--- src/tcdm_pkg.sv ---
//******************************
// TCDM bus definitions
// Word, byte enable and address types of the master bus
//******************************

`default_nettype none

package tcdm_pkg;

   //******************************
   // Bus widths
   //******************************

   // Master bus and bank word
   localparam int DATA_WIDTH = 32;

   // One enable per byte lane
   localparam int BE_WIDTH = DATA_WIDTH / 8;

   // Master byte address
   localparam int ADDR_WIDTH = 32;

   //******************************
   // Address fields
   //******************************

   // Byte offset inside a word, never used for routing
   localparam int BYTE_OFFSET = 2;

   //******************************
   // Bus types
   //******************************

   // One bus word
   typedef logic [DATA_WIDTH-1:0] data_t;

   // Byte enables of one word
   typedef logic [BE_WIDTH-1:0] be_t;

   // One byte address
   typedef logic [ADDR_WIDTH-1:0] addr_t;

endpackage

`default_nettype wire
--- src/tcdm_sram_bank.sv ---
//******************************
// TCDM bank
// Synchronous SRAM with byte-enabled write
//******************************

`timescale 1ns/100ps
`default_nettype none

module tcdm_sram_bank
#(
   parameter int ROW_WIDTH = 6
)
(
   input  logic                 clk_i,
   input  logic                 req_i,
   input  logic                 wen_i,
   input  logic [ROW_WIDTH-1:0] row_i,
   input  tcdm_pkg::data_t      wdata_i,
   input  tcdm_pkg::be_t        be_i,
   output tcdm_pkg::data_t      rdata_o
);

   import tcdm_pkg::*;

   // Bits covered by one byte enable
   localparam int LANE_WIDTH = DATA_WIDTH / BE_WIDTH;
   localparam int DEPTH      = 2 ** ROW_WIDTH;

   // Bank storage
   data_t mem_q [DEPTH];

   always_ff @(posedge clk_i)
   begin
      // Write, wen low, only the enabled lanes
      if (req_i && !wen_i)
      begin
         for (int b = 0; b < BE_WIDTH; b++)
         begin
            if (be_i[b])
               mem_q[row_i][b*LANE_WIDTH +: LANE_WIDTH] <= wdata_i[b*LANE_WIDTH +: LANE_WIDTH];
         end
      end
      // Read word lands one cycle later
      if (req_i && wen_i)
         rdata_o <= mem_q[row_i];
   end

endmodule

`default_nettype wire

--- config.mk ---
export PLATFORM = sky130hd
export DESIGN_NAME = tcdm_sram_bank
export DESIGN_NICKNAME = d
export VERILOG_FILES = /design/src/tcdm_pkg.sv /design/src/tcdm_sram_bank.sv
export SDC_FILE = /design/constraint.sdc
export NUM_CORES = 2
export LEC_CHECK = 0
export BUFFER_PORTS_ARGS = -buffer_cell sky130_fd_sc_hd__clkbuf_2
export CAP_MARGIN = 0
export CELL_PAD_IN_SITES_DETAIL_PLACEMENT = 1
export CELL_PAD_IN_SITES_GLOBAL_PLACEMENT = 1
export CORE_MARGIN = 1
export CORE_UTILIZATION = 35
export CTS_BUF_LIST = sky130_fd_sc_hd__clkbuf_8
export DETAILED_ROUTE_END_ITERATION = 10
export HOLD_SLACK_MARGIN = 0.08
export PLACE_DENSITY = 0.67
export REMOVE_ABC_BUFFERS = 1
export SYNTH_ARGS = -nofsm -noshare
export SYNTH_HDL_FRONTEND = slang
export SYNTH_SLANG_ARGS = --single-unit
--- constraint.sdc ---
create_clock -name clk_i -period 4.04 [get_ports clk_i]
set_input_delay 0.808 -clock clk_i [delete_from_list [all_inputs] [get_ports clk_i]]
set_output_delay 0.808 -clock clk_i [all_outputs]
set_load 0.05 [all_outputs]
==> metrics.md <==
| Metric | Value |
|---|---|
| Status | completed |
| Remaining Overflow, GRT | 0 |
| Nets@finish | 5267 |
| Pleak | 30.0 nW |
| FP Rows | 174 |
| Antenna violations before repair | 18 |
| Fin. Hold Viols | 0 |
| Reg2Reg Depth | 5 |
| Drt pass-1 iters | 8 |
| Top FF cell, synth | edfxtp_1 |
| Placer Congestion | 0.897 |
| R2r startpoint | mem_q[17][29] |
| RSZ-0062 raised after global routing | false |
| Clk sinks | 2080 |
| Vias | 49800 |
| Hold depth | 2 |
| Worst-path clk slew | 60 ps |
| Worst VDD drop | 0.218 mV |
| CTS buffer count | 352 |
| Hold-critical path endpoint | rdata_o[30] |
| Final ANT Viol Nets | 0 |
| All-Layer GR Usage | 23.0% |
| EDFF count, synth | 2080 |
| Critical Path Start Type | primary input |
| Mapped Cells | 4634 |
| Synthesized area | 0.0798 mm^2 |
| Final setup viols | 0 |
| DP Wirelength | 174000 um |
| Routed WL | 269000 um |
| Worst hold path type | primary input to flip-flop |
| Async SR Flop Fraction | 0% |
| Final instance area | 0.0929 mm^2 |
| Critical Path RT | 4800 ps |
| First-pass GRT wire length | 379000 um |
| WL/cell | 31.7 um |
| Hold_sp | wen_i |
| Tmin final | 3080 ps |
| Chip width | 479 um |
| Crit path launch | row_i[5] |
| DRT iter0 DRCs | 6481 |
| Synth-to-Final Area Change | 16.5% |
| Final cell count without fillers | 8486 |
| Reg-to-reg setup timing slack | 1480 ps |
| Placed inst area | 0.0867 mm^2 |
| # IOs | 77 |
| Synth unique cells | 47 |
| Worst setup EP type | flip-flop |
| CTS tree | yes |
| Largest net degree at the start of global routing | 76 |
| Hold-fix buffers at CTS | 0 |
| Yosys warning total | 0 |
| Max Clk Rate | 0.325 GHz |
| Die ar. | 0.230 mm^2 |
| Initial Utilization | 35.4% |
| Clk Latency, worst-skew pair | 1090 ps |
| Register area share after synthesis | 78.3% |
| Clock Path Buffers | 4 |
| Dpl cells | 7860 |
| Die H | 479 um |
| Least-Margin Pin Slew | 1270 ps |
| Vias in the first global route | 50700 |
| IO buf count | 76 |
| Pwr per Cell Area | 468 mW/mm^2 |
| H-tree lvl count | 5 |
| Slew Viols, Final | 0 |
| Final worst path period share | 76.3% |
| Share of layout cells above drive strength 1 | 21.3% |
| DRC viols | 0 |
| Rel. slew slack | 15.1% |
| CTS resizes | 0 |
| Vias/cell | 5.87 |
| Setup repair bufs after CTS | 0 |
| Mapped Avg Cell Area | 17.2 um^2 |
| WS Path Type | primary input to flip-flop |
| Flop and latch count out of synthesis | 2080 |
| Root buffer cell | clkbuf_8 |
| Worst EP arrival | 3840 ps |
| Worst r2r dst | rdata_o[29] |
| Area of the core | 0.226 mm^2 |
| MaxCap Viol Count | 0 |
| Clk_skew | 62.6 ps |
| Crit-path max FO | 14 |
-- stage by stage --
| stage | utilization, % | power [W] | setup TNS (ps) | setup slack (ps) | hold WS [ps] |
|---|---|---|---|---|---|
| after floorplan | - | 0.0253 | -279870 | -3850 | 645 |
| after global placement | 38.4 | 0.0268 | 0 | 138 | 731 |
| after detailed placement | 38.4 | 0.0268 | 0 | 124 | 761 |
| after CTS | 41.2 | 0.0437 | 0 | 1210 | 420 |
| after global routing | 41.2 | 0.0447 | 0 | 1160 | 445 |
| final | 41.2 | 0.0435 | 0 | 959 | 476 |
-- state kept, by name, indices dropped and copies added, names as in the netlist --
signal	cells
mem_q	2048
rdata_o	32
-- cells in the mapped netlist (3+ instances only) --
| cell type | count | share of area, % |
|---|---|---|
| nor3b_1 | 3 | 0.028 |
| a31oi_1 | 18 | 0.14 |
| a222oi_1 | 14 | 0.18 |
| a221o_1 | 18 | 0.23 |
| buf_6 | 4 | 0.056 |
| buf_4 | 17 | 0.16 |
| o221ai_1 | 34 | 0.37 |
| nor2b_1 | 8 | 0.063 |
| edfxtp_1 | 2080 | 78 |
| buf_2 | 111 | 0.70 |
| or3_1 | 4 | 0.031 |
| o22ai_1 | 166 | 1.3 |
| a32oi_1 | 13 | 0.14 |
| a211oi_1 | 44 | 0.41 |
| a21o_1 | 14 | 0.13 |
| nor3_1 | 67 | 0.42 |
| mux4_2 | 48 | 1.4 |
| a22o_1 | 44 | 0.48 |
| clkbuf_1 | 178 | 0.84 |
| and2_1 | 5 | 0.039 |
| o21ai_0 | 72 | 0.45 |
| nor4_1 | 28 | 0.22 |
| nand2_1 | 126 | 0.59 |
| a221oi_1 | 234 | 2.6 |
| nand2b_1 | 6 | 0.047 |
| nand4b_1 | 13 | 0.14 |
| a22oi_1 | 348 | 3.3 |
| nand4_1 | 17 | 0.13 |
| o211ai_1 | 15 | 0.14 |
| a21oi_1 | 104 | 0.65 |
| or2_2 | 3 | 0.024 |
| o22a_1 | 18 | 0.20 |
| buf_1 | 42 | 0.20 |
| mux2_2 | 90 | 1.3 |
| nor2_1 | 402 | 1.9 |
| mux2i_1 | 210 | 2.6 |
-- routing by layer --
layer | GRT usage, % | share of wire, %
met2 | 35.8 | 46
met5 | 0.621 | 0.022
met4 | 10.5 | 4.6
met3 | 5.77 | 10
met1 | 30.1 | 39
-- layout by cell type, fill, tap and decap left out, types with 112 or more instances in the layout --
cell type,instances
edfxtp_1,2080
buf_4,479
nor2_1,394
clkbuf_8,357
a22oi_1,348
a221oi_1,234
mux2i_1,210
o22ai_1,166
nand2_1,122
clkinv_1,112
-- cells by family after synthesis --
family	count (synthesis)	share of synthesized area, %
flip-flops	2080	78.3
AO/OA/AOI/OAI	1162	10.8
AND/OR/NAND/NOR	690	3.71
buffers and inverters	354	1.96
multiplexers	348	5.26
-- area by class of cell --
class | count | area (um^2)
fill | 22500 | 133000
sequential | 2080 | 62500
multi-input combinational | 2200 | 15900
clock buffer | 357 | 4910
timing repair buffer | 586 | 4630
tap | 2992 | 3740
clock inverter | 249 | 1210
antenna | 20 | 50.0
inverter | 2 | 15.0
-- how the worst max path moves through the flow --
stage,slack [ps],to,depth (start not counted)
floorplan,-3850,rdata_o[0],6
global placement,140,mem_q[39][6],7
detailed placement,120,mem_q[36][6],7
CTS,1210,rdata_o[29],1
global route,1160,mem_q[36][7],7
finish,960,mem_q[36][7],7
-- worst max-delay path, cell delays in order --
cell	delay (ps)
clkbuf_2	280
buf_4	280
nor2b_2	220
nor2b_4	860
nand2_1	760
nor2_1	330
buf_4	270
-- power by group --
| group | leakage, nW | total, W | switching (W) | internal [W] |
|---|---|---|---|---|
| Clock | 3.45 | 0.0171 | 0.00847 | 0.00862 |
| Sequential | 18.7 | 0.0239 | 0.0000479 | 0.0238 |
| Combinational | 7.82 | 0.00253 | 0.00183 | 0.000698 |
No activity file was read; power rests on OpenSTA's default activity.
