**config.mk**
```make
export PLATFORM = sky130hd
export DESIGN_NAME = tcdm_xbar
export DESIGN_NICKNAME = d
export VERILOG_FILES = /design/src/tcdm_pkg.sv /design/src/tcdm_xbar.sv /design/src/tcdm_rr_arbiter.sv
export SDC_FILE = /design/constraint.sdc
export NUM_CORES = 1
export LEC_CHECK = 0
export ABC_CLOCK_PERIOD_IN_PS = 3000
export BUFFER_PORTS_ARGS = -buffer_cell sky130_fd_sc_hd__clkbuf_2
export CORE_AREA = 10 10 246 248
export DETAILED_ROUTE_END_ITERATION = 12
export DIE_AREA = 0 0 256 258
export MAX_ROUTING_LAYER = met4
export PLACE_DENSITY_LB_ADDON = 0.08
export SLEW_MARGIN = 20
export SYNTH_ARGS = -nofsm -noshare
export SYNTH_HDL_FRONTEND = slang
export SYNTH_SLANG_ARGS = --single-unit
```
**constraint.sdc**
```tcl
create_clock -name clk_i -period 3 [get_ports clk_i]
set_input_delay 0.15 -clock clk_i [delete_from_list [all_inputs] [get_ports clk_i]]
set_output_delay 0.15 -clock clk_i [all_outputs]
set_load 0.03 [all_outputs]
```
**src/tcdm_pkg.sv**
```systemverilog
//******************************
// TCDM bus definitions
// Word, byte enable and address types of the master bus
//******************************

`default_nettype none

package tcdm_pkg;

   //******************************
   // Bus widths
   //******************************

   // Master bus and bank word
   localparam int DATA_WIDTH = 32;

   // One enable per byte lane
   localparam int BE_WIDTH = DATA_WIDTH / 8;

   // Master byte address
   localparam int ADDR_WIDTH = 32;

   //******************************
   // Address fields
   //******************************

   // Byte offset inside a word, never used for routing
   localparam int BYTE_OFFSET = 2;

   //******************************
   // Bus types
   //******************************

   // One bus word
   typedef logic [DATA_WIDTH-1:0] data_t;

   // Byte enables of one word
   typedef logic [BE_WIDTH-1:0] be_t;

   // One byte address
   typedef logic [ADDR_WIDTH-1:0] addr_t;

endpackage

`default_nettype wire
```
**src/tcdm_xbar.sv**
```systemverilog
//******************************
// TCDM crossbar
// Address decode, per-bank arbitration, payload mux and grant return
//******************************

`timescale 1ns/100ps
`default_nettype none

module tcdm_xbar
#(
   parameter int N_MASTERS = 4,
   parameter int N_BANKS   = 8,
   parameter int ROW_WIDTH = 6,
   // Bank select width
   localparam int BANK_SEL = (N_BANKS > 1) ? $clog2(N_BANKS) : 1
)
(
   input  logic                               clk_i,
   input  logic                               reset_i,

   // Master request side
   input  logic [N_MASTERS-1:0]               req_i,
   input  tcdm_pkg::addr_t [N_MASTERS-1:0]    add_i,
   input  logic [N_MASTERS-1:0]               wen_i,
   input  tcdm_pkg::data_t [N_MASTERS-1:0]    wdata_i,
   input  tcdm_pkg::be_t [N_MASTERS-1:0]      be_i,
   output logic [N_MASTERS-1:0]               gnt_o,
   output logic [N_MASTERS-1:0][BANK_SEL-1:0] gnt_bank_o,

   // Bank side
   output logic [N_BANKS-1:0]                 bank_req_o,
   output logic [N_BANKS-1:0]                 bank_wen_o,
   output logic [N_BANKS-1:0][ROW_WIDTH-1:0]  bank_row_o,
   output tcdm_pkg::data_t [N_BANKS-1:0]      bank_wdata_o,
   output tcdm_pkg::be_t [N_BANKS-1:0]        bank_be_o
);

   import tcdm_pkg::*;

   // First row bit of a byte address
   localparam int ROW_LSB  = BYTE_OFFSET + BANK_SEL;

   // Decoded target of each master
   logic [N_MASTERS-1:0][BANK_SEL-1:0]  master_bank;
   logic [N_MASTERS-1:0][ROW_WIDTH-1:0] master_row;

   // Per bank request and one-hot grant, indexed by master
   logic [N_BANKS-1:0][N_MASTERS-1:0]   bank_reqs;
   logic [N_BANKS-1:0][N_MASTERS-1:0]   bank_gnts;

   //******************************
   // Address decode
   //******************************

   // Word interleaved, bank bits just above the byte offset
   always_comb
   begin
      for (int m = 0; m < N_MASTERS; m++)
      begin
         master_bank[m] = add_i[m][BYTE_OFFSET +: BANK_SEL];
         master_row[m]  = add_i[m][ROW_LSB +: ROW_WIDTH];
      end
   end

   assign gnt_bank_o = master_bank;

   // Request vector seen by each bank
   always_comb
   begin
      bank_reqs = '0;
      for (int b = 0; b < N_BANKS; b++)
      begin
         for (int m = 0; m < N_MASTERS; m++)
            bank_reqs[b][m] = req_i[m] && (master_bank[m] == BANK_SEL'(b));
      end
   end

   //******************************
   // Bank arbiters
   //******************************

   for (genvar b = 0; b < N_BANKS; b++)
   begin : g_arb
      tcdm_rr_arbiter
      #(
         .N_MASTERS ( N_MASTERS    )
      )
      u_arbiter
      (
         .clk_i     ( clk_i        ),
         .reset_i   ( reset_i      ),
         .req_i     ( bank_reqs[b] ),
         .gnt_o     ( bank_gnts[b] )
      );
   end

   //******************************
   // Bank payload mux
   //******************************

   // AND-OR mux, at most one winner per bank
   always_comb
   begin
      bank_req_o   = '0;
      bank_wen_o   = '0;
      bank_row_o   = '0;
      bank_wdata_o = '0;
      bank_be_o    = '0;
      for (int b = 0; b < N_BANKS; b++)
      begin
         bank_req_o[b] = |bank_reqs[b];
         for (int m = 0; m < N_MASTERS; m++)
         begin
            if (bank_gnts[b][m])
            begin
               bank_wen_o[b]   = wen_i[m];
               bank_row_o[b]   = master_row[m];
               bank_wdata_o[b] = wdata_i[m];
               bank_be_o[b]    = be_i[m];
            end
         end
      end
   end

   //******************************
   // Grant return
   //******************************

   // Each master listens to the arbiter of its own target bank
   always_comb
   begin
      for (int m = 0; m < N_MASTERS; m++)
         gnt_o[m] = bank_gnts[master_bank[m]][m];
   end

endmodule

`default_nettype wire

```
**src/tcdm_rr_arbiter.sv**
```systemverilog
//******************************
// TCDM bank arbiter
// Round-robin grant of one master per cycle
//******************************

`timescale 1ns/100ps
`default_nettype none

module tcdm_rr_arbiter
#(
   parameter int N_MASTERS = 4
)
(
   input  logic                 clk_i,
   input  logic                 reset_i,
   input  logic [N_MASTERS-1:0] req_i,
   output logic [N_MASTERS-1:0] gnt_o
);

   // Pointer wide enough for a master index
   localparam int PTR_WIDTH = (N_MASTERS > 1) ? $clog2(N_MASTERS) : 1;

   // Highest priority master this cycle
   logic [PTR_WIDTH-1:0] ptr_q;
   logic [PTR_WIDTH-1:0] ptr_d;
   logic [PTR_WIDTH-1:0] winner;
   logic                 any_req;

   //******************************
   // Winner selection
   //******************************

   // Scan downwards so the first requester above the pointer wins
   always_comb
   begin : pick
      int idx;
      any_req = |req_i;
      winner  = ptr_q;
      gnt_o   = '0;
      for (int k = N_MASTERS - 1; k >= 0; k--)
      begin
         idx = int'(ptr_q) + k;
         // Wrap around past the last master
         if (idx >= N_MASTERS)
            idx = idx - N_MASTERS;
         if (req_i[idx])
            winner = PTR_WIDTH'(idx);
      end
      // One-hot grant, only with a live request
      gnt_o[winner] = any_req;
   end

   // Next pointer is one past the winner
   assign ptr_d = (winner == PTR_WIDTH'(N_MASTERS - 1)) ? '0 : winner + 1'b1;

   //******************************
   // Pointer register
   //******************************

   always_ff @(posedge clk_i)
   begin
      if (reset_i)
         ptr_q <= '0;
      else if (any_req)
         ptr_q <= ptr_d;
   end

endmodule

`default_nettype wire

```
==> summary.txt <==
Floorplan
  – Rows: 87
  – Core Footprint: 55730 sq um
  – I/O pin cnt: 650
  – Die area: 66050 sq um
  – Starting Density: 26.60%
  – Die height: 258 um
  – Die Span X: 256 um

Setup path
  – WP buf/inv: 6
  – Setup CP Type: in2out
  – Critical-path maximum fanout: 8
  – Crit path max-delay family: compound AO/OA/AOI/OAI gates
  – Worst setup EP type: output pin
  – Critical Path Source Type: input pin
  – Worst path cell trace: buf_6, buf_6, buf_4, nand4b_1, a22o_1, a22oi_2, buf_4, ha_4, clkbuf_16, a221oi_1, a211o_1, a21oi_4, clkbuf_4
  – Crit-path slowest cell: a22o_1
  – Worst EP arrival: 2.92 ns
  – WP data required: 2.85 ns
  – Slowest stage delay, CP: 0.34 ns

Cells and area
  – Max FFs per register: 16
  – Area taken by multi-input logic gates: 15020 sq um
  – Largest Register: g_arb.u_arbiter.ptr_q
  – Layout overhead on the synthesized area: 70.89%
  – Post-Layout Cell Count: 3666
  – Biggest regs: g_arb.u_arbiter.ptr_q (16)
  – Fin area: 25330 sq um
  – Layout cells sized above 1: 51.03%
  – Seq. cell area: 336.6 sq um
  – Nets@finish: 3224
  – Fillers: 5652

CTS
  – CTS sink count: 16
  – TritonCTS clock tree: built
  – H-tree lvl count: 1
  – Total CTS buffers: 3
  – Clock-pin slew of the registers on the worst-case setup and hold paths: 0.06 ns
  – Root Buffer: clkbuf_16
  – Clock latency on the worst-skew pair: 0.26 ns
  – Longest Clk Path Bufs: 2
  – Hold Buf Count CTS: 0

Logic synthesis
  – Number of synthesized register bits: 16
  – Synth Instances: 2347
  – Distinct cell type count after synthesis: 54
  – Post-synthesis sequential area ratio: 2.161%
  – Count leader, synth: nand2_1
  – Post-synth EDFFs: 0
  – Synth top area cells: a211o_1 20%, a221oi_1 18%, a21oi_1 12%
  – Mapped Nets: 2661
  – Ys flop type: dfxtp_1
  – Synth top area share: 20.32%
  – Post-synth top area cell: a211o_1
  – Syn Area/Cell: 6.316 sq um
  – FFs w/ async S/R, synth: 0%
  – Most frequent cells after synthesis: 376 x nand2_1, 357 x a21oi_1, 344 x a211o_1
  – Synth warn: 0
  – Mapped cell area: 14820 sq um

Timing
  – Period minus WS final: 3.071 ns
  – Clock Skew: 0.0002291 ns
  – Slew @ Worst Pin: 0.7454 ns
  – Final WS setup: -0.07129 ns
  – Achievable frequency: 0.3256 GHz
  – Crit share post-route: 102.4%
  – Final TNS setup: -0.4194 ns
  – Hold Violations, Final: 0
  – Final setup fails: 22
  – Max-slew headroom: 50.31%
  – RSZ-0062 raised after global routing: true
  – Final hold slack: 0.4608 ns
  – Slew Limit Fails: 0

Drt
  – Vias per Instance: 6.366
  – Final antenna-violating net count: 0
  – DR WL/cell: 30.50 um
  – Routed via count: 23340
  – Post-route DRC: 0
  – First-pass iteration count of the detailed router: 6
  – Final wirelength: 111800 um
  – Number of DRC markers in iteration 0: 2508

Global routing
  – Number of global-route vias before repair: 21880
  – First-pass GRT wire length: 153500 um
  – Largest net degree at the start of global routing: 47
  – Aggregate global routing overflow: 0
  – Total Routing Usage GR: 30.86%
  – Initial antenna violation count: 1

Pwr
  – Power Dens Cells: 404.0 nW/um^2
  – Leakage: 10.43 nW
  – Worst vdd ir: 0.1752 mV

Placed design
  – Placed inst area: 21850 sq um
  – Port buffer count: 557
  – Placed instance count: 3564
  – Placed wire-length estimate: 78890 um
  – Final RePlAce weighted congestion: 0.9554
  – DP Worst Slack: -0.2315 ns

Hold path
  – Worst min path class: in2reg

Run status
  – Failing checks: setup timing
  – Outcome: finished, violations left

Run
  – # Max-Cap Violations: 0
[timing repair]
action / CTS / global route
pin swaps: 30 / 142
resized for setup: 197 / 678
endpoints found under the setup margin: 259 / 339
hold endpoints to repair: 0 / 0
buffers inserted: 22 / 53
cloned: 4 / 18
[through the flow]
| step | util (%) | power [mW] |
|---|---|---|
| floorplan | - | 5.520 |
| global placement | 39.20 | 8.513 |
| detailed placement | 39.20 | 8.563 |
| CTS | 41.39 | 9.285 |
| global route | 45.45 | 10.69 |
| finish | 45.45 | 10.24 |
[worst paths after layout]
| kind | slack (ns) | startpoint | depth (start not counted) | to |
|---|---|---|---|---|
| max | -0.07 | add_i[2] | 13 | bank_wdata_o[117] |
| min | 0.46 | reset_i | 2 | g_arb[3].u_arbiter.ptr_q[1] |
| min reg2reg | 0.51 | g_arb[2].u_arbiter.ptr_q[1] | 2 | g_arb[2].u_arbiter.ptr_q[1] |
| max reg2reg | 1.20 | g_arb[3].u_arbiter.ptr_q[1] | 8 | g_arb[3].u_arbiter.ptr_q[1] |
[report_power, final]
part / switching, mW / internal, mW / total (mW)
registers: 0.0342 / 0.232 / 0.267
logic: 5.54 / 4.13 / 9.67
clock network: 0.118 / 0.177 / 0.295
[cell families after synthesis]
group,count (synthesis),synth area share [%]
simple gates,651,22.81
fa+ha+maj,32,2.701
compound gates,1160,58.10
buf+inv,484,13.96
flops,16,2.161
mux,4,0.2701
[per-layer routing]
metal	part of all wire, %	track usage (%)	vias up	wire [um]
li1	-	-	10190	-
met1	42	39.32	11440	46670
met2	46	50.51	1484	51950
met3	7.8	3.326	224	8711
met4	4.0	9.654	0	4464
met5	0	-	-	0
[cell usage in the layout (no fill, tap or decap), types with 33 or more instances in the layout]
cell type / netlist / routed
nand2_1: 376 / 374
buf_4: 39 / 345
a211o_1: 344 / 344
clkbuf_2: 1 / 315
a221oi_1: 305 / 279
a21oi_2: 0 / 274
nor2b_1: 128 / 105
buf_12: 0 / 97
buf_6: 4 / 95
a21oi_4: 0 / 48
inv_1: 48 / 48
and3b_1: 39 / 39
clkbuf_4: 0 / 37
a211oi_1: 39 / 36
buf_2: 46 / 36
a21oi_1: 357 / 35
clkbuf_8: 0 / 33
[layout make-up]
type / count / area share [%]
flip-flops and latches: 16 / 1.329
multi-input cells: 1847 / 59.28
repair buffers: 986 / 34.44
well taps: 756 / 3.734
diodes: 2 / 0.01976
clock buffers: 3 / 0.2963
inverters: 56 / 0.8989
Power figures use the tool's default switching activity.
