$ cat config.mk
export PLATFORM = sky130hd
export DESIGN_NAME = tcdm_resp_router
export DESIGN_NICKNAME = d
export VERILOG_FILES = /design/src/tcdm_pkg.sv /design/src/tcdm_resp_router.sv
export SDC_FILE = /design/constraint.sdc
export NUM_CORES = 1
export LEC_CHECK = 0
export BUFFER_PORTS_ARGS = -buffer_cell sky130_fd_sc_hd__buf_2
export CORE_AREA = 2 2 157 159
export CTS_BUF_LIST = sky130_fd_sc_hd__clkbuf_2
export CTS_CLUSTER_DIAMETER = 40
export CTS_CLUSTER_SIZE = 12
export DETAILED_ROUTE_END_ITERATION = 8
export DIE_AREA = 0 0 159 161
export PLACE_DENSITY = 0.68
export SETUP_SLACK_MARGIN = 0.1
export SLEW_MARGIN = 20
export SYNTH_ARGS = -nofsm -noshare
export SYNTH_HDL_FRONTEND = slang
export SYNTH_SLANG_ARGS = --single-unit
$ cat constraint.sdc
create_clock -name clk_i -period 1.6 [get_ports clk_i]
set_clock_uncertainty 0.2 [all_clocks]
set_input_delay 0.08 -clock clk_i [delete_from_list [all_inputs] [get_ports clk_i]]
set_output_delay 0.08 -clock clk_i [all_outputs]
set_load 0.1 [all_outputs]
$ cat src/tcdm_pkg.sv
//******************************
// TCDM bus definitions
// Word, byte enable and address types of the master bus
//******************************

`default_nettype none

package tcdm_pkg;

   //******************************
   // Bus widths
   //******************************

   // Master bus and bank word
   localparam int DATA_WIDTH = 32;

   // One enable per byte lane
   localparam int BE_WIDTH = DATA_WIDTH / 8;

   // Master byte address
   localparam int ADDR_WIDTH = 32;

   //******************************
   // Address fields
   //******************************

   // Byte offset inside a word, never used for routing
   localparam int BYTE_OFFSET = 2;

   //******************************
   // Bus types
   //******************************

   // One bus word
   typedef logic [DATA_WIDTH-1:0] data_t;

   // Byte enables of one word
   typedef logic [BE_WIDTH-1:0] be_t;

   // One byte address
   typedef logic [ADDR_WIDTH-1:0] addr_t;

endpackage

`default_nettype wire
$ cat src/tcdm_resp_router.sv
//******************************
// TCDM response router
// Returns r_valid and read data to each master
//******************************

`timescale 1ns/100ps
`default_nettype none

module tcdm_resp_router
#(
   parameter int N_MASTERS = 4,
   parameter int N_BANKS   = 8,
   // Bank select width
   localparam int BANK_SEL = (N_BANKS > 1) ? $clog2(N_BANKS) : 1
)
(
   input  logic                                   clk_i,
   input  logic                                   reset_i,
   input  logic [N_MASTERS-1:0]                   gnt_i,
   input  logic [N_MASTERS-1:0][BANK_SEL-1:0]     gnt_bank_i,
   input  tcdm_pkg::data_t [N_BANKS-1:0]          bank_rdata_i,
   output logic [N_MASTERS-1:0]                   r_valid_o,
   output tcdm_pkg::data_t [N_MASTERS-1:0]        r_rdata_o
);

   // Access granted last cycle
   logic [N_MASTERS-1:0]               valid_q;
   // Bank that served it
   logic [N_MASTERS-1:0][BANK_SEL-1:0] bank_q;

   //******************************
   // Response tracking
   //******************************

   always_ff @(posedge clk_i)
   begin
      if (reset_i)
         valid_q <= '0;
      else
         valid_q <= gnt_i;
   end

   // Target bank of each master, one cycle late
   always_ff @(posedge clk_i)
   begin
      bank_q <= gnt_bank_i;
   end

   //******************************
   // Read data selection
   //******************************

   assign r_valid_o = valid_q;

   // Bank word from the registered bank, undefined after a write
   always_comb
   begin
      for (int m = 0; m < N_MASTERS; m++)
         r_rdata_o[m] = bank_rdata_i[bank_q[m]];
   end

endmodule

`default_nettype wire

==> results of run 1 <==
-- sequential cells by signal (all words and copies together) (netlist names) --
name       cells
bank_q        12
r_valid_o      4
-- power by group through the flow --
| stage | clock (mW) | sequential (mW) | combinational (mW) |
|---|---|---|---|
| floorplan | 0 | 0.475 | 5.43 |
| global placement | 0 | 0.459 | 6.61 |
| detailed placement | 0 | 0.460 | 6.68 |
| CTS | 0.199 | 0.455 | 8.40 |
| global route | 0.220 | 0.460 | 9.07 |
| finish | 0.186 | 0.457 | 8.87 |
-- area by class of cell --
class,count,share of cell area
Clock inverter,1,0.000260
Antenna cell,10,0.00173
Tap cell,324,0.0281
Timing Repair Buffer,506,0.405
Multi-Input combinational cell,388,0.540
Sequential cell,16,0.0239
Clock buffer,3,0.00104
-- worst max-delay path by stage --
stage | from | endpoint | slack, ns
3_5_place_dp | bank_q[3] | r_rdata_o[51] | -0.53
3_3_place_gp | bank_q[3] | r_rdata_o[51] | -0.51
4_1_cts | bank_q[0] | r_rdata_o[19] | -0.81
2_1_floorplan | bank_q[0] | r_rdata_o[31] | -0.27
5_1_grt | bank_q[0] | r_rdata_o[24] | -0.91
6_report | bank_q[0] | r_rdata_o[24] | -0.84
-- cell families after synthesis --
logic type | after synthesis
buffers and inverters | 72
DFF | 16
muxes | 384
and+or+nand+nor | 4
-- critical path: cells and delay by family, from the launching register on --
family | cells | cell delay (ns)
flip-flops | 1 | 0.49
multiplexers | 2 | 0.81
buffers and inverters | 4 | 0.55
-- cell usage in the layout (no fill, tap or decap) --
cell type      count
buf_12           168
dlygate4sd3_1     17
mux2_4           128
dfxtp_4            4
dfxtp_2            8
buf_4              5
buf_2            277
mux4_2           235
clkbuf_2           3
buf_16            23
clkinv_1           1
buf_6             11
diode_2           10
mux4_1            21
dfxtp_1            4
clkbuf_16          5
nor2b_1            4
-- metrics by stage --
stage	power, mW	std cells
2_1_floorplan	5.90	476
3_3_place_gp	7.07	1169
3_5_place_dp	7.14	1169
4_1_cts	9.06	1224
5_1_grt	9.75	1247
6_report	9.51	1248
-- routing by layer --
layer | vias up | share of wire | GRT usage
met5 | - | 0.00083 | 0
met4 | 4 | 0.042 | 0.114
met3 | 120 | 0.091 | 0.0629
met2 | 664 | 0.53 | 0.495
met1 | 4203 | 0.33 | 0.310
li1 | 3188 | - | -
-- repair_timing --
action / CTS / global route
setup buffers: 16 / 9
setup endpoints to repair: 128 / 128
hold buffers: 17 / 0
gates cloned: 18 / 6
hold endpoints to repair: 16 / 0
gates resized for setup: 531 / 110
==> results.toml, run 1 <==
[status]
status = "finished, violations left"
violations = "negative setup slack"

[worst_setup_path]
cp-start-kind = "flop"
crit_required_ns = 1.32
cpPeakStageDelay_ns = 0.50
endpoint_kind = "output pin"
crit_chain = "buf_12 > buf_16 > buf_6 > mux4_2 > mux2_4 > buf_12"
cp_common_cell = "buf_12"
crit_slowest_cell = "mux4_2"
arrival_ns = 2.16
cp_max_fo = 8
path_class = "flop to output pin"

[logic_synthesis]
syn_nets = 750
synth_xor_area_frac = 0
synth_top_cell_area_share = 0.514
synthMuxAreaShare = 0.902
synth_edf_count = 0
ys_ff_latch = 16
synth_commonest_cells = "mux4_1, mux2_2, mux4_2"
synth_ff_type = "dfxtp_1"
syn-instance-count = 476
synth_area_leaders = "mux4_1, mux4_2, mux2_2"
ys_seq_area_frac = 0.0368
synth_top_family_by_area = "multiplexers"
yosysMostFrequentCell = "mux4_1"
synth.distinct_cells = 10
synth-simple-area-share = 0.00288
synthArstFlopShare = 0
yosys.area_share.adder = 0
synth_area_um2 = 8690
synth_compound_area_frac = 0
synth.largest_area_cell = "mux4_1"
yosysWarnings = 0
avgSynthCellArea_um2 = 18.3

[grt]
grt-ovfl-total = 0
grt_usage = 0.273
first_global_vias = 8653
antenna_found_initial = 12
grt_max_degree = 39
grt_pass1_wl_mm = 53.6

[sta]
fin_hold_ws_ns = 0.224
fmax_mhz = 410
final-setup-viol-count = 128
post-route-min-period_ns = 2.44
slew_viol_final = 0
min_period_over_period = 1.52
finalHoldViolCount = 0
final.setup.worst_slack_ns = -0.837
grt_setup_unrepaired = "yes"
tns_ns = -93.20
worst_slew_pin_slew_ns = 0.501
slew_headroom = 0.669

[layout]
final_cell_area_um2 = 14400
multiInputGateArea_um2 = 7790
drive_above_1_share = 0.949
fin_util = 0.602
ff_latch_area_um2 = 345
fillers = 1773
fin_nets = 1189
synthToLayoutAreaGrowth_pct = 65.9

[clock_tree]
htreeDepth = 1
cts_inserted_buffers = 3
clk_path_buf_depth = 2
clk_pin_slew_ns = 0.18
clk_root_buffer_cell = "clkbuf_2"
cts_tree = "yes"
clock_sinks = 16

[power]
combPwrFrac = 0.932
power_frac_seq = 0.048
p_sw_frac = 0.541
p_leak_nw = 6.12
powerDensity_nw_per_um2 = 659
switchingPower_mw = 5.15
peakVddDrop_uv = 503
p_clk_frac = 0.020
internal_power_mw = 4.36

[worst_hold_path]
holdPathStages = 2
hold_path.class = "input port to flop"
min-delay-start = "gnt_bank_i[10]"
hold-path-endpoint = "bank_q[10]"

[routing]
ant_nets = 0
drt_pre_antenna_iters = 5
drc = 0
vias = 8179
drt_iter0_markers = 783
routed_wl_mm = 37.2
wire_per_inst_um = 29.8
vias_per_cell = 6.55

[floorplan]
die_height_um = 161
core-area_um2 = 24000
dieArea_um2 = 25600
pin_count = 406
start_util = 0.363
rows = 57
die_width_um = 159

[job]
cap_violations = 0

[placed_design]
gp_congestion = 0.863
dp_hpwl_mm = 23.4
numPortBuffers = 405
post_dp_cell_area_um2 = 11400
place_ws_ns = -0.529
Power figures use the tool's default switching activity.
==> inputs of run 2 (changes only) <==
--- a/config.mk
+++ b/config.mk
@@ -7,7 +7,7 @@
 export LEC_CHECK = 0
 export BUFFER_PORTS_ARGS = -buffer_cell sky130_fd_sc_hd__buf_2
 export CORE_AREA = 2 2 157 159
-export CTS_BUF_LIST = sky130_fd_sc_hd__clkbuf_2
+export CTS_BUF_LIST = sky130_fd_sc_hd__clkbuf_4 sky130_fd_sc_hd__clkbuf_8
 export CTS_CLUSTER_DIAMETER = 40
 export CTS_CLUSTER_SIZE = 12
 export DETAILED_ROUTE_END_ITERATION = 8
==> run 2 against run 1 <==
  * Non-clock buffer count rose by 3
  * Largest cell class unchanged
  * Critical endpoint unchanged
  * Die area did not move
  * Global-route usage is 0.48 points lower
  * Sequential power is 0.9% lower
  * Utilization up 0.29 points
  * Via count down 0.12%
  * Combinational power hardly changed
  * Sequential share of layout area about the same
  * First-iteration DRC count is 12% lower
  * Total power is 1.5% higher
  * Design area grew 0.49%
  * Clock-buffer cell count stayed put
  * The run still ends with negative setup slack left
  * Highest routed layer unchanged
==> results.toml, run 2 (same netlist as run 1, synthesis figures left out) <==
[status]
status = "finished, violations left"
violations = "negative setup slack"

[worst_setup_path]
arrival_ns = 2.06
endpoint_kind = "output pin"
crit_required_ns = 1.32
path_class = "flop to output pin"
cp-start-kind = "flop"
cp_max_fo = 8

[power]
p_leak_nw = 6.13
peakVddDrop_uv = 509
p_clk_frac = 0.032
internal_power_mw = 4.49
powerDensity_nw_per_um2 = 666
totalPowerFinal_mw = 9.66
switchingPower_mw = 5.16
p_sw_frac = 0.535
power_frac_seq = 0.047
combPwrFrac = 0.921

[sta]
worst_slew_pin_slew_ns = 0.501
min_period_over_period = 1.47
grt_setup_unrepaired = "yes"
slew_viol_final = 0
post-route-min-period_ns = 2.34
tns_ns = -82.06
slew_headroom = 0.668
fmax_mhz = 426
final-setup-viol-count = 128
final.setup.worst_slack_ns = -0.745
finalHoldViolCount = 0
fin_hold_ws_ns = 0.275

[layout]
synthToLayoutAreaGrowth_pct = 66.7
fin_nets = 1192
layout_commonest_cell = "buf_2"
max_flop_register = "bank_q"
largest_reg_flops = 12
mostFrequentLayoutCells = "buf_2, mux4_2, buf_12"
drive_above_1_share = 0.954
fillers = 1766

[grt]
grt_pass1_wl_mm = 52.8
grt_max_degree = 39
antenna_found_initial = 15
grt_usage = 0.268
first_global_vias = 8595
grt-ovfl-total = 0

[routing]
ant_nets = 0
drt_iter0_markers = 686
drt_pre_antenna_iters = 5
vias = 8169
wire_per_inst_um = 30.2
drc = 0
vias_per_cell = 6.51
routed_wl_mm = 37.8

[clock_tree]
clk_root_buffer_cell = "clkbuf_8"
clk_pin_slew_ns = 0.07
clk_path_buf_depth = 2
cts_inserted_buffers = 3
clock_sinks = 16
htreeDepth = 1
cts_tree = "yes"

[floorplan]
dieArea_um2 = 25600
core-area_um2 = 24000
die_height_um = 161
start_util = 0.363
die_width_um = 159
pin_count = 406
rows = 57

[job]
cap_violations = 0

[worst_hold_path]
min-delay-start = "gnt_bank_i[8]"
holdPathStages = 2
hold-path-endpoint = "bank_q[8]"
hold_path.class = "input port to flop"

[placed_design]
dp_hpwl_mm = 23.4
numPortBuffers = 405
gp_congestion = 0.863
==> run 2: changes by cell type in the layout (fill, tap and decap cells not counted), sizes merged <==
cell,before,now
buf,484,485
clkbuf,8,10
diode,10,13
==> run 2: cell type report <==
| cell class | instances | area [µm²] | area share |
|---|---|---|---|
| diodes | 13 | 32.5 | 0.00224 |
| well taps | 324 | 405 | 0.0280 |
| flip-flops and latches | 16 | 345 | 0.0238 |
| clock buffers | 3 | 41.3 | 0.00285 |
| multi-input cells | 388 | 7770 | 0.536 |
| clock inverters | 1 | 3.75 | 0.000259 |
| repair buffers | 509 | 5890 | 0.407 |
==> run 2: worst max-delay path by stage <==
stage | start | endpoint | cells past startpoint
3_5_place_dp | bank_q[3] | r_rdata_o[51] | 4
4_1_cts | bank_q[0] | r_rdata_o[19] | 5
3_3_place_gp | bank_q[3] | r_rdata_o[51] | 4
5_1_grt | bank_q[0] | r_rdata_o[24] | 6
6_report | bank_q[0] | r_rdata_o[24] | 6
2_1_floorplan | bank_q[0] | r_rdata_o[31] | 4
==> run 2: metal layers <==
layer / track usage / wire (µm) / part of all wire / up-vias
met4: 0.113 / 1610 / 0.043 / 4
met5: 0 / 31 / 0.00082 / -
met1: 0.315 / 12900 / 0.34 / 4225
met2: 0.478 / 20000 / 0.53 / 619
met3: 0.0555 / 3320 / 0.088 / 130
li1: - / - / - / 3191
==> run 2: power groups by stage <==
stage / clock, mW / sequential (mW) / combinational, mW
final: 0.308 / 0.453 / 8.90
after global routing: 0.337 / 0.455 / 9.10
after global placement: 0 / 0.459 / 6.61
after CTS: 0.323 / 0.453 / 8.27
after floorplan: 0 / 0.475 / 5.43
after detailed placement: 0 / 0.460 / 6.68
==> run 2: worst max-delay path: stages, from the launching register on <==
cell	delay (ns)
dfxtp_4	0.45
buf_12	0.13
buf_16	0.14
buf_6	0.10
mux4_2	0.50
mux2_4	0.31
buf_12	0.17
==> run 2: per-stage QoR <==
| step | util | area [µm²] | worst slack, ns | std cells |
|---|---|---|---|---|
| after floorplan | - | 9010 | -0.268 | 476 |
| after global placement | 0.477 | 11400 | -0.509 | 1169 |
| after detailed placement | 0.477 | 11400 | -0.529 | 1169 |
| after CTS | 0.576 | 13800 | -0.714 | 1223 |
| after global routing | 0.605 | 14500 | -0.781 | 1253 |
| final | 0.605 | 14500 | -0.745 | 1254 |
==> run 2: repair_timing <==
action                     in CTS  in global routing
cloned                         17                  9
setup endpoints to repair     128                128
hold buffers                   17                  0
pin swaps                       0                  0
hold endpoints to repair       16                  0
resized for setup             486                170
buffers inserted               16                 10
==> inputs of run 3 (changes only) <==
--- a/config.mk
+++ b/config.mk
@@ -12,6 +12,7 @@
 export CTS_CLUSTER_SIZE = 12
 export DETAILED_ROUTE_END_ITERATION = 8
 export DIE_AREA = 0 0 159 161
+export MAX_ROUTING_LAYER = met4
 export PLACE_DENSITY = 0.68
 export SETUP_SLACK_MARGIN = 0.1
 export SLEW_MARGIN = 20
==> run 3 against run 2 <==
  * The run still ends with negative setup slack left
  * Fmax barely moved
  * Utilization is essentially flat
  * Largest cell class unchanged
  * Clock-buffer cell count stayed put
  * Via count rose by 0.95%
  * Global-route usage increased by 0.82 points
  * Critical endpoint unchanged
  * Total power about the same
  * Non-clock buffer count unchanged
  * Critical path type unchanged
  * Sequential share of layout area about the same
  * Die area is the same
==> results.toml, run 3 (same netlist as run 1, synthesis figures left out) <==
[routing]
drc = 0
routed_wl_mm = 37.9
vias = 8247
wire_per_inst_um = 30.2
vias_per_cell = 6.57
drt_pre_antenna_iters = 5
drt_iter0_markers = 708
ant_nets = 0

[worst_setup_path]
crit_buf_inv = 4
cp_max_fo = 8
crit_slowest_cell = "mux4_2"
crit_chain = "buf_12 > buf_16 > buf_6 > mux4_2 > mux2_4 > buf_12"
crit_start = "bank_q[0]"
cp-start-kind = "flop"
path_class = "flop to output pin"
cpPeakStageDelay_ns = 0.50
crit_required_ns = 1.32
cp_common_cell = "buf_12"
endpoint_kind = "output pin"
arrival_ns = 2.06
path_delay_family = "multiplexers"

[status]
status = "finished, violations left"
violations = "negative setup slack"

[worst_hold_path]
holdPathStages = 2
min-delay-start = "gnt_bank_i[8]"
hold-path-endpoint = "bank_q[8]"
hold_path.class = "input port to flop"

[layout]
synthToLayoutAreaGrowth_pct = 66.6
fin_nets = 1192
drive_above_1_share = 0.954
layout_commonest_cell = "buf_2"
largest_reg_flops = 12
max_flop_register = "bank_q"
final_cell_area_um2 = 14500
mostFrequentLayoutCells = "buf_2, mux4_2, buf_12"
layout.cells.non_filler = 1255

[floorplan]
core-area_um2 = 24000
rows = 57
dieArea_um2 = 25600
die_width_um = 159
die_height_um = 161
pin_count = 406
start_util = 0.363

[grt]
use_met3 = 0.0496
grt-ovfl-total = 0
grt_pass1_wl_mm = 52.7
grtUsageMet1 = 0.319
grt_usage = 0.276
grt.busiest_layer = "met2"
antenna_found_initial = 14
grt_max_degree = 39
first_global_vias = 8581
gr-usage-met2 = 0.479

[sta]
finalHoldViolCount = 0
post-route-min-period_ns = 2.34
final-setup-viol-count = 128
fmax_mhz = 427
slew_headroom = 0.669
final.setup.worst_slack_ns = -0.744
worst_slew_pin_slew_ns = 0.500
slew_viol_final = 0
min_period_over_period = 1.47
tns_ns = -81.89
grt_setup_unrepaired = "yes"

[job]
cap_violations = 0

[clock_tree]
cts_tree = "yes"
clock_sinks = 16
clk_root_buffer_cell = "clkbuf_8"
cts_inserted_buffers = 3
clk_path_buf_depth = 2
clk_pin_slew_ns = 0.07
htreeDepth = 1

[placed_design]
dp_hpwl_mm = 23.4
post_dp_cell_area_um2 = 11400
placedCellCount = 1169
gp_congestion = 0.877
place_ws_ns = -0.529
numPortBuffers = 405

[power]
peakVddDrop_uv = 507
p_leak_nw = 6.13
powerDensity_nw_per_um2 = 666
## run 3: cell type report
class	instances	area, µm²
Fill cell	1764	9470
Tap cell	324	405
Sequential cell	16	345
Clock buffer	3	41.3
Clock inverter	1	3.75
Timing Repair Buffer	509	5890
Antenna cell	14	35.0
Multi-Input combinational cell	388	7770
## run 3: per-stage QoR
step / util / hold slack (ns) / power (mW)
after CTS: 0.576 / 0.275 / 9.05
after global placement: 0.477 / -0.0162 / 7.07
final: 0.605 / 0.276 / 9.65
after detailed placement: 0.477 / -0.0162 / 7.14
after global routing: 0.605 / 0.272 / 9.88
after floorplan: - / -0.0923 / 5.90
## run 3: per-layer routing
metal	vias to the layer above	share of wire
li1	3194	-
met1	4261	0.34
met2	665	0.53
met3	127	0.088
met4	0	0.047
met5	-	0
## run 3: worst max path at each step
stage               endpoint  slack, ns  cells after the start
2_1_floorplan  r_rdata_o[31]      -0.27                      4
6_report       r_rdata_o[24]      -0.74                      6
3_3_place_gp   r_rdata_o[51]      -0.51                      4
5_1_grt        r_rdata_o[24]      -0.78                      6
4_1_cts        r_rdata_o[19]      -0.71                      5
3_5_place_dp   r_rdata_o[51]      -0.53                      4
## run 3: power breakdown
| part | switching [mW] | leakage, nW | internal [mW] | total, mW |
|---|---|---|---|---|
| clock network | 0.136 | 0.0232 | 0.170 | 0.306 |
| logic | 4.99 | 5.97 | 3.90 | 8.89 |
| registers | 0.0327 | 0.136 | 0.420 | 0.453 |
| total | 5.16 | 6.13 | 4.49 | 9.65 |
## run 3: what timing repair did
item,4_1_cts,5_1_grt
hold endpoints to repair,16,0
gates resized for setup,486,168
gates cloned,17,9
endpoints found under the setup margin,128,128
buffers inserted,16,10
hold buffers,17,0
